--- config.mk ---
export PLATFORM = sky130hd
export DESIGN_NAME = comms_node
export DESIGN_NICKNAME = d
export VERILOG_FILES = /design/src/common/comms_pkg.sv /design/src/link/serial_rx.sv /design/src/link/serial_tx.sv /design/src/hdl/link_ctrl.sv /design/src/hdl/player_table.sv /design/src/hdl/board_store.sv /design/src/hdl/comms_node.sv
export VERILOG_INCLUDE_DIRS = /design/src /design/src/common
export SDC_FILE = /design/constraint.sdc
export NUM_CORES = 1
export LEC_CHECK = 0
export ABC_AREA = 0
export BUFFER_PORTS_ARGS = -buffer_cell sky130_fd_sc_hd__clkbuf_2
export CAP_MARGIN = 40
export CORE_ASPECT_RATIO = 1.75
export CORE_MARGIN = 2
export CORE_UTILIZATION = 30
export CTS_CLUSTER_DIAMETER = 30
export DETAILED_ROUTE_END_ITERATION = 8
export PLACE_DENSITY_LB_ADDON = 0.3
export SLEW_MARGIN = 20
export SYNTH_ARGS = -nofsm -noshare
export SYNTH_HDL_FRONTEND = slang
export SYNTH_HIERARCHICAL = 1
export SYNTH_SLANG_ARGS = --single-unit
--- constraint.sdc ---
create_clock -name clk -period 2.93 [get_ports clk]
set_clock_uncertainty 0.1 [all_clocks]
set_input_delay 0.1465 -clock clk [delete_from_list [all_inputs] [get_ports clk]]
set_output_delay 0.1465 -clock clk [all_outputs]
set_load 0.005 [all_outputs]
--- src/common/comms_params.svh ---
`ifndef COMMS_PARAMS_SVH
`define COMMS_PARAMS_SVH

// clocks per serial bit, kept small for simulation
`define COMMS_BIT_CYCLES 8

// one packet on the wire
`define COMMS_WORD_BITS 32

// board geometry
`define COMMS_GRID_COLS 8
`define COMMS_GRID_ROWS 13

// words that follow a board start packet: rows, points, one spare
`define COMMS_FRAME_WORDS 15

`define COMMS_POINT_BITS 10

`endif

--- src/common/comms_pkg.sv ---
`default_nettype none

`include "comms_params.svh"

package comms_pkg;

    typedef enum logic [2:0] {
        PKT_PLAYER      = 3'b000,
        PKT_BOARD_START = 3'b001,
        PKT_ACK         = 3'b111
    } pkt_type_e;

    // same order as bits 29:6 of a player packet
    typedef struct packed {
        logic [1:0] dir;
        logic [8:0] loc_x;
        logic [8:0] loc_y;
        logic [3:0] state;
    } player_rec_t;

    typedef logic [3:0] cell_t; // object code

    // ascending range puts column 0 in the top nibble
    typedef cell_t [0:`COMMS_GRID_COLS-1] row_t;
    typedef row_t [`COMMS_GRID_ROWS-1:0] board_t;

    // player packet field offsets
    localparam int SLOT_LSB = 30; // 2 bits
    localparam int REC_LSB  = 6;  // player_rec_t, 24 bits
    localparam int GAME_LSB = 3;  // 3 bits
    localparam int TYPE_LSB = 0;  // pkt_type_e

endpackage

`default_nettype wire

--- src/link/serial_rx.sv ---
`default_nettype none

`include "comms_params.svh"

module serial_rx (
    input  wire logic                        clk,
    input  wire logic                        rst,
    input  wire logic                        line_in,
    output logic      [`COMMS_WORD_BITS-1:0] rx_word,
    output logic                             rx_valid
);
    localparam int CNT_W = $clog2(`COMMS_BIT_CYCLES);
    localparam int BIT_W = $clog2(`COMMS_WORD_BITS);
    localparam logic [CNT_W-1:0] LAST = CNT_W'(`COMMS_BIT_CYCLES - 1);
    localparam logic [CNT_W-1:0] HALF = CNT_W'(`COMMS_BIT_CYCLES / 2 - 1);

    typedef enum logic [1:0] {RX_IDLE, RX_START, RX_DATA, RX_STOP} rx_state_e;

    rx_state_e                   state;
    logic                        line_meta, line_sync, line_prev;
    logic [CNT_W-1:0]            cycle_cnt;
    logic [BIT_W-1:0]            bit_cnt;
    logic [`COMMS_WORD_BITS-1:0] shift;

    always_ff @(posedge clk) begin
        if (rst) begin
            line_meta <= 1'b1; // idle line is high
            line_sync <= 1'b1;
            line_prev <= 1'b1;
        end else begin
            line_meta <= line_in;
            line_sync <= line_meta;
            line_prev <= line_sync;
        end
    end

    always_ff @(posedge clk) begin
        if (rst) begin
            state     <= RX_IDLE;
            cycle_cnt <= '0;
            bit_cnt   <= '0;
            rx_valid  <= 1'b0;
        end else begin
            rx_valid <= 1'b0;
            case (state)
                RX_IDLE: begin
                    cycle_cnt <= '0;
                    if (line_prev && !line_sync) state <= RX_START; // falling edge
                end
                RX_START: begin
                    cycle_cnt <= cycle_cnt + 1'b1;
                    if (cycle_cnt == HALF) begin
                        cycle_cnt <= '0;
                        bit_cnt   <= '0;
                        state     <= line_sync ? RX_IDLE : RX_DATA; // glitch if high again
                    end
                end
                RX_DATA: begin
                    cycle_cnt <= cycle_cnt + 1'b1;
                    if (cycle_cnt == LAST) begin
                        shift   <= {line_sync, shift[`COMMS_WORD_BITS-1:1]}; // lsb first
                        bit_cnt <= bit_cnt + 1'b1;
                        if (bit_cnt == BIT_W'(`COMMS_WORD_BITS - 1)) state <= RX_STOP;
                    end
                end
                default: begin
                    cycle_cnt <= cycle_cnt + 1'b1;
                    if (cycle_cnt == LAST) begin
                        if (line_sync) begin
                            rx_word  <= shift;
                            rx_valid <= 1'b1;
                        end
                        state <= RX_IDLE; // bad stop bit drops the frame
                    end
                end
            endcase
        end
    end

endmodule

`default_nettype wire

--- src/link/serial_tx.sv ---
`default_nettype none

`include "comms_params.svh"

module serial_tx (
    input  wire logic                        clk,
    input  wire logic                        rst,
    input  wire logic                        tx_req,
    input  wire logic [`COMMS_WORD_BITS-1:0] tx_word,
    output logic                             line_out,
    output logic                             tx_ack
);
    localparam int FRAME_BITS = `COMMS_WORD_BITS + 2;
    localparam int CNT_W      = $clog2(`COMMS_BIT_CYCLES);
    localparam int BIT_W      = $clog2(FRAME_BITS);

    typedef enum logic [1:0] {TX_IDLE, TX_SEND, TX_DONE} tx_state_e;

    tx_state_e             state;
    logic [FRAME_BITS-1:0] shift;
    logic [CNT_W-1:0]      cycle_cnt;
    logic [BIT_W-1:0]      bit_cnt;

    assign line_out = shift[0];

    always_ff @(posedge clk) begin
        if (rst) begin
            state     <= TX_IDLE;
            shift     <= '1;
            cycle_cnt <= '0;
            bit_cnt   <= '0;
            tx_ack    <= 1'b0;
        end else begin
            case (state)
                TX_IDLE: begin
                    if (tx_req) begin
                        shift     <= {1'b1, tx_word, 1'b0}; // stop, data, start
                        cycle_cnt <= '0;
                        bit_cnt   <= '0;
                        state     <= TX_SEND;
                    end
                end
                TX_SEND: begin
                    cycle_cnt <= cycle_cnt + 1'b1;
                    if (cycle_cnt == CNT_W'(`COMMS_BIT_CYCLES - 1)) begin
                        shift   <= {1'b1, shift[FRAME_BITS-1:1]};
                        bit_cnt <= bit_cnt + 1'b1;
                        if (bit_cnt == BIT_W'(FRAME_BITS - 1)) begin
                            tx_ack <= 1'b1; // stop bit has gone out
                            state  <= TX_DONE;
                        end
                    end
                end
                default: begin
                    if (!tx_req) begin
                        tx_ack <= 1'b0;
                        state  <= TX_IDLE;
                    end
                end
            endcase
        end
    end

    // ack only answers a request that is still up
    ack_needs_req: assert property (@(posedge clk) disable iff (rst)
        $rose(tx_ack) |-> $past(tx_req))
        else $error("tx_ack rose without tx_req");

endmodule

`default_nettype wire

--- src/hdl/link_ctrl.sv ---
`default_nettype none

`include "comms_params.svh"

module link_ctrl (
    input  wire logic                        clk,
    input  wire logic                        rst,
    input  wire logic [1:0]                  player_id,
    input  wire comms_pkg::player_rec_t      local_rec,
    input  wire logic [`COMMS_WORD_BITS-1:0] rx_word,
    input  wire logic                        rx_valid,
    input  wire logic                        tx_ack,
    output logic                             tx_req,
    output logic      [`COMMS_WORD_BITS-1:0] tx_word,
    output logic                             player_wr,
    output logic                             row_wr,
    output logic      [3:0]                  row_idx,
    output logic                             points_wr,
    output logic      [3:0]                  link_status
);
    typedef enum logic [1:0] {
        TX_IDLE     = 2'b00,
        TX_REQ      = 2'b01, // req up, waiting for ack
        TX_RELEASE  = 2'b10, // req down, waiting for ack to drop
        TX_WAIT_ACK = 2'b11  // frame sent, hub ACK pending
    } tx_state_e;

    tx_state_e                   tx_state;
    comms_pkg::pkt_type_e        rx_type;
    logic                        frame_open;
    logic [3:0]                  word_cnt;
    logic                        frame_word, points_slot, spare_slot, ack_seen;
    logic [`COMMS_WORD_BITS-1:0] local_word, last_sent;

    assign rx_type = comms_pkg::pkt_type_e'(rx_word[comms_pkg::TYPE_LSB +: 3]);

    // frame words are raw data, never packets
    assign frame_word  = rx_valid && frame_open;
    assign points_slot = word_cnt == 4'(`COMMS_GRID_ROWS);
    assign spare_slot  = word_cnt == 4'(`COMMS_FRAME_WORDS - 1);
    assign row_wr      = frame_word && !points_slot && !spare_slot;
    assign row_idx     = word_cnt;
    assign points_wr   = frame_word && points_slot;
    assign player_wr   = rx_valid && !frame_open && rx_type == comms_pkg::PKT_PLAYER;
    assign ack_seen    = rx_valid && !frame_open && rx_type == comms_pkg::PKT_ACK;

    always_ff @(posedge clk) begin
        if (rst) begin
            frame_open <= 1'b0;
            word_cnt   <= '0;
        end else if (rx_valid) begin
            if (!frame_open) begin
                frame_open <= rx_type == comms_pkg::PKT_BOARD_START;
                word_cnt   <= '0;
            end else if (spare_slot) begin
                frame_open <= 1'b0;
            end else begin
                word_cnt <= word_cnt + 1'b1;
            end
        end
    end

    always_comb begin
        local_word = '0; // game state field stays 0 on a secondary
        local_word[comms_pkg::SLOT_LSB +: 2] = player_id;
        local_word[comms_pkg::REC_LSB +: $bits(comms_pkg::player_rec_t)] = local_rec;
        local_word[comms_pkg::TYPE_LSB +: 3] = comms_pkg::PKT_PLAYER;
    end

    assign tx_word = last_sent; // held for the whole handshake

    always_ff @(posedge clk) begin
        if (rst) begin
            tx_state  <= TX_IDLE;
            tx_req    <= 1'b0;
            last_sent <= '0;
        end else begin
            case (tx_state)
                TX_IDLE: if (local_word != last_sent) begin
                    last_sent <= local_word;
                    tx_req    <= 1'b1;
                    tx_state  <= TX_REQ;
                end
                TX_REQ: if (tx_ack) begin
                    tx_req   <= 1'b0;
                    tx_state <= TX_RELEASE;
                end
                TX_RELEASE: if (!tx_ack) tx_state <= TX_WAIT_ACK;
                default: if (ack_seen) tx_state <= TX_IDLE;
            endcase
        end
    end

    assign link_status = {tx_req, frame_open, tx_state};

    row_in_range: assert property (@(posedge clk) disable iff (rst)
        row_wr |-> row_idx < 4'(`COMMS_GRID_ROWS))
        else $error("row_idx %0d out of range", row_idx);

    id_not_main: assert property (@(posedge clk) disable iff (rst) player_id != 2'd0)
        else $error("player_id 0 is not supported on a secondary node");

endmodule

`default_nettype wire

--- src/hdl/player_table.sv ---
`default_nettype none

`include "comms_params.svh"

module player_table (
    input  wire logic                        clk,
    input  wire logic                        rst,
    input  wire logic [1:0]                  player_id,
    input  wire comms_pkg::player_rec_t      local_rec,
    input  wire logic [`COMMS_WORD_BITS-1:0] rx_word,
    input  wire logic                        player_wr,
    output comms_pkg::player_rec_t [3:0]     players,
    output logic      [2:0]                  game_state
);
    logic [1:0] rx_slot;

    assign rx_slot = rx_word[comms_pkg::SLOT_LSB +: 2];

    always_ff @(posedge clk) begin
        if (rst) begin
            players    <= '0;
            game_state <= '0;
        end else begin
            if (player_wr && rx_slot != player_id) begin
                players[rx_slot] <= comms_pkg::player_rec_t'(
                    rx_word[comms_pkg::REC_LSB +: $bits(comms_pkg::player_rec_t)]);
            end
            if (player_wr && rx_slot == 2'd0) begin
                game_state <= rx_word[comms_pkg::GAME_LSB +: 3]; // only the main sends it
            end
            players[player_id] <= local_rec; // local slot follows the inputs
        end
    end

endmodule

`default_nettype wire

--- src/hdl/board_store.sv ---
`default_nettype none

`include "comms_params.svh"

module board_store (
    input  wire logic                         clk,
    input  wire logic                         rst,
    input  wire logic [`COMMS_WORD_BITS-1:0]  rx_word,
    input  wire logic                         row_wr,
    input  wire logic [3:0]                   row_idx,
    input  wire logic                         points_wr,
    output comms_pkg::board_t                 grid,
    output logic      [`COMMS_POINT_BITS-1:0] point_total
);
    localparam int CELL_BITS = $bits(comms_pkg::cell_t);

    comms_pkg::row_t new_row;

    // column 0 comes from the top nibble of the word
    always_comb begin
        for (int c = 0; c < `COMMS_GRID_COLS; c++) begin
            new_row[c] = rx_word[`COMMS_WORD_BITS - CELL_BITS * (c + 1) +: CELL_BITS];
        end
    end

    always_ff @(posedge clk) begin
        if (rst) begin
            grid        <= '0;
            point_total <= '0;
        end else begin
            if (row_wr) grid[row_idx] <= new_row;
            if (points_wr) point_total <= rx_word[`COMMS_POINT_BITS-1:0];
        end
    end

endmodule

`default_nettype wire

--- src/hdl/comms_node.sv ---
`default_nettype none

`include "comms_params.svh"

module comms_node (
    input  wire logic                         clk,
    input  wire logic                         rst,
    input  wire logic [1:0]                   player_id,   // 1 to 3
    input  wire logic [1:0]                   local_dir,
    input  wire logic [8:0]                   local_loc_x,
    input  wire logic [8:0]                   local_loc_y,
    input  wire logic [3:0]                   local_state,
    input  wire logic                         line_in,
    output logic                              line_out,
    output comms_pkg::player_rec_t [3:0]      players,
    output logic      [2:0]                   game_state,
    output comms_pkg::board_t                 grid,
    output logic      [`COMMS_POINT_BITS-1:0] point_total,
    output logic      [3:0]                   link_status
);
    comms_pkg::player_rec_t      local_rec;
    logic [`COMMS_WORD_BITS-1:0] rx_word, tx_word;
    logic                        rx_valid;
    logic                        tx_req, tx_ack;
    logic                        player_wr, row_wr, points_wr;
    logic [3:0]                  row_idx;

    assign local_rec = {local_dir, local_loc_x, local_loc_y, local_state};

    serial_rx serial_rx_inst (
        .clk      (clk),
        .rst      (rst),
        .line_in  (line_in),
        .rx_word  (rx_word),
        .rx_valid (rx_valid)
    );

    serial_tx serial_tx_inst (
        .clk      (clk),
        .rst      (rst),
        .tx_req   (tx_req),
        .tx_word  (tx_word),
        .line_out (line_out),
        .tx_ack   (tx_ack)
    );

    link_ctrl link_ctrl_inst (
        .clk         (clk),
        .rst         (rst),
        .player_id   (player_id),
        .local_rec   (local_rec),
        .rx_word     (rx_word),
        .rx_valid    (rx_valid),
        .tx_ack      (tx_ack),
        .tx_req      (tx_req),
        .tx_word     (tx_word),
        .player_wr   (player_wr),
        .row_wr      (row_wr),
        .row_idx     (row_idx),
        .points_wr   (points_wr),
        .link_status (link_status)
    );

    player_table player_table_inst (
        .clk        (clk),
        .rst        (rst),
        .player_id  (player_id),
        .local_rec  (local_rec),
        .rx_word    (rx_word),
        .player_wr  (player_wr),
        .players    (players),
        .game_state (game_state)
    );

    board_store board_store_inst (
        .clk         (clk),
        .rst         (rst),
        .rx_word     (rx_word),
        .row_wr      (row_wr),
        .row_idx     (row_idx),
        .points_wr   (points_wr),
        .grid        (grid),
        .point_total (point_total)
    );

endmodule

`default_nettype wire

==> impl_metrics.ini <==
[run_status]
status = complete, no violations

[clock_network]
cts_sinks = 682
htree_levels = 3
hold_buffers = 28
clk_latency_ns = 0.70
cts_resized = 0
cts-buffers-inserted = 104
root_buffer = clkbuf_16
clk_pin_slew_worst_paths_ns = 0.06
cts_setup_buffers = 0
clockBufferDepth = 3
cts_tree = built

[final_layout]
fillers = 9023
fin_nets = 3255
seqCellArea_um2 = 14290
drive_gt1_share_pct = 26.64
synthToLayoutAreaGrowth_pct = 29.10
mostFrequentLayoutCells = dfxtp_1 (618), clkbuf_2 (557), nand2b_1 (494), mux2i_1 (456), nand2_1 (219)
final_common_cell = dfxtp_1
antenna_cells = 0
multi_input_area_um2 = 12070

[floorplanning]
ios = 559
die_x_um = 233.1
die-height_um = 404.9
initial_core_util_pct = 30.15
fp-row-count = 147
die_area_um2 = 94400
coreArea_um2 = 91410

[sta]
setup_slack_ns = 0.4678
timing.fmax_mhz = 406.1
min_period_over_period_pct = 84.04
worstMarginPinSlew_ns = 0.7999
setup_tns_ns = 0
drv_slew = 0
period_minus_slack_ns = 2.462
slew_headroom_pct = 46.67
finalHoldViolCount = 0
rsz0062_at_grt = no
setup_viol = 0

[drt]
wl_per_cell_um = 21.00
via_count = 21190
ant_nets = 0
drt_wl_total_mm = 94.23
viasPerCell = 4.721
drt-initial-drc-count = 1108
dr.pass1.iters = 5
drc = 0

[worst_setup_path]
rrSetupSlack_ns = 0.47
critical_path.max_fanout = 32
worstPathArrival_ns = 2.92
reg2reg_depth = 8
rr_startpoint = link_ctrl_inst/row_idx[1]
critPathCaptureType = register
required_ns = 3.39
startpoint_type = register
rr_endpoint = board_store_inst/grid[120]
critPathKind = reg -> reg

[worst_hold_path]
min_path_type = in -> reg
holdPathEnd = serial_rx_inst/line_meta
min_from = line_in
hold_depth = 3

[synthesis]
synth-edff-count = 64
ys_types = 67
synthCells = 2641
post_synth.cell_area_avg_um2 = 10.43
synthesis.area_um2 = 27560
ys_ff_latch = 682
ys.flop_type = dfxtp_1
ys_seq_area_share_pct = 51.87
async_flop_share_pct = 0
yosys_warnings = 6

[global_routing]
grt_max_degree = 139
grt_pass1_vias = 21100
overflow = 0
grt.total_usage_pct = 19.45
grt_pass1_wl_mm = 137.8
antenna_found_initial = 0

[flow_run]
drv_cap = 0

[placed_design]
io_buffer_count = 558
gp_congestion = 0.7926
hpwlAfterDp_mm = 65.31
dpl_worst_slack_ns = 0.4803

[power_and_ir_drop]
p_leak_uw = 0.01670
cellPowerDensity_nw_per_um2 = 705.8
ir_drop_uv = 635.4
[critical path: stages (launching register included)]
cell and delay, ns:
dfxtp_1 0.39, inv_1 0.06, ha_1 0.19, or2_2 0.27
a31oi_1 0.22, nor3b_4 0.39, nand3_2 0.10, buf_4 0.34
mux2i_1 0.20
[synthesized netlist by cell type, drive strengths merged, types with 3 or more instances]
cell | count | area [µm²]
a22oi | 4 | 30.03
or4 | 4 | 30.03
buf | 97 | 701.9
nor3b | 3 | 45.05
o21ai | 40 | 200.2
nand2b | 496 | 3103
and3b | 4 | 35.03
nor2b | 4 | 32.53
and3 | 4 | 26.28
o311ai | 31 | 271.5
a21oi | 24 | 123.9
nand3b | 5 | 37.54
ha | 21 | 262.8
a211oi | 3 | 22.52
mux2i | 457 | 4587
and2 | 3 | 18.77
edfxtp | 64 | 1922
or3b | 3 | 26.28
clkbuf | 128 | 480.5
nand3 | 12 | 75.07
a31oi | 3 | 18.77
nand4 | 10 | 68.81
nand2 | 229 | 877.1
xnor2 | 26 | 227.7
or2b | 5 | 37.54
nor3 | 11 | 55.05
inv | 16 | 60.06
or2 | 7 | 46.30
a311oi | 96 | 840.8
o31ai | 3 | 22.52
dfxtp | 618 | 12370
nor2 | 189 | 716.9
[kinds of logic after synthesis]
family / after synthesis / share of synthesized area (%)
AO/OA/AOI/OAI: 215 / 5.912
XOR/XNOR: 26 / 0.8263
adder cells (fa/ha/maj): 21 / 0.9535
buffers and inverters: 242 / 4.522
flip-flops: 682 / 51.87
multiplexers: 457 / 16.64
other: 1 / 0.01361
AND/OR/NAND/NOR: 997 / 19.26
[final cells by class]
type                       count  share of cell area, %
sequential                   682                  40.18
multi-input combinational   1722                  33.92
timing repair buffer         678                  11.14
clock buffer                 116                  7.586
tap                         1192                  4.192
clock inverter                81                  2.810
inverter                      17                 0.1794
[registers in the layout, summed over array words and instances (netlist names), 2 cells and up]
name / flops
link_ctrl_inst/tx_state: 2
serial_tx_inst/bit_cnt: 6
serial_tx_inst/shift: 33
link_ctrl_inst/tx_word: 26
serial_rx_inst/shift: 32
player_table_inst/game_state: 3
serial_tx_inst/state: 2
serial_tx_inst/cycle_cnt: 3
board_store_inst/point_total: 10
serial_rx_inst/rx_word: 32
link_ctrl_inst/row_idx: 4
serial_rx_inst/cycle_cnt: 3
serial_rx_inst/bit_cnt: 5
board_store_inst/grid: 416
player_table_inst/players: 96
serial_rx_inst/state: 2
[layer usage]
metal	vias up	global-route usage [%]	part of all wire [%]
met3	146	7.052	8.9
met5	-	0	0
met4	0	7.654	3.3
li1	10090	-	-
met1	10230	22.81	41
met2	725	32.06	47
[worst max-delay path by stage]
stage                                    startpoint                          to  slack (ns)  cells after the start
after detailed placement  link_ctrl_inst/row_idx[1]  board_store_inst/grid[121]        0.48                      8
after global placement    link_ctrl_inst/row_idx[0]  board_store_inst/grid[118]        0.47                      8
after CTS                 link_ctrl_inst/row_idx[1]  board_store_inst/grid[113]        0.47                      8
final                     link_ctrl_inst/row_idx[1]  board_store_inst/grid[120]        0.47                      8
after global routing      link_ctrl_inst/row_idx[1]  board_store_inst/grid[121]        0.28                      8
after floorplan           link_ctrl_inst/row_idx[0]    board_store_inst/grid[6]        0.58                      9
[power breakdown]
| part | leakage, µW | switching, µW | internal [µW] |
|---|---|---|---|
| logic | 0.00932 | 1190 | 859 |
| registers | 0.00559 | 288 | 9780 |
| clock network | 0.00180 | 5150 | 7840 |
[stage by stage]
| stage | power, µW | std cells | area (µm²) | util, % | hold WS (ns) |
|---|---|---|---|---|---|
| 2_1_floorplan | 11690 | 2646 | 27580 | - | 0.1503 |
| 3_3_place_gp | 12250 | 4258 | 31500 | 34.46 | 0.2426 |
| 3_5_place_dp | 12290 | 4262 | 31590 | 34.55 | 0.2411 |
| 4_1_cts | 25380 | 4487 | 35570 | 38.91 | 0.1409 |
| 5_1_grt | 25970 | 4488 | 35580 | 38.92 | 0.1828 |
| 6_report | 25110 | 4488 | 35580 | 38.92 | 0.1625 |
Note: power is estimated with default switching activity, not from simulation.
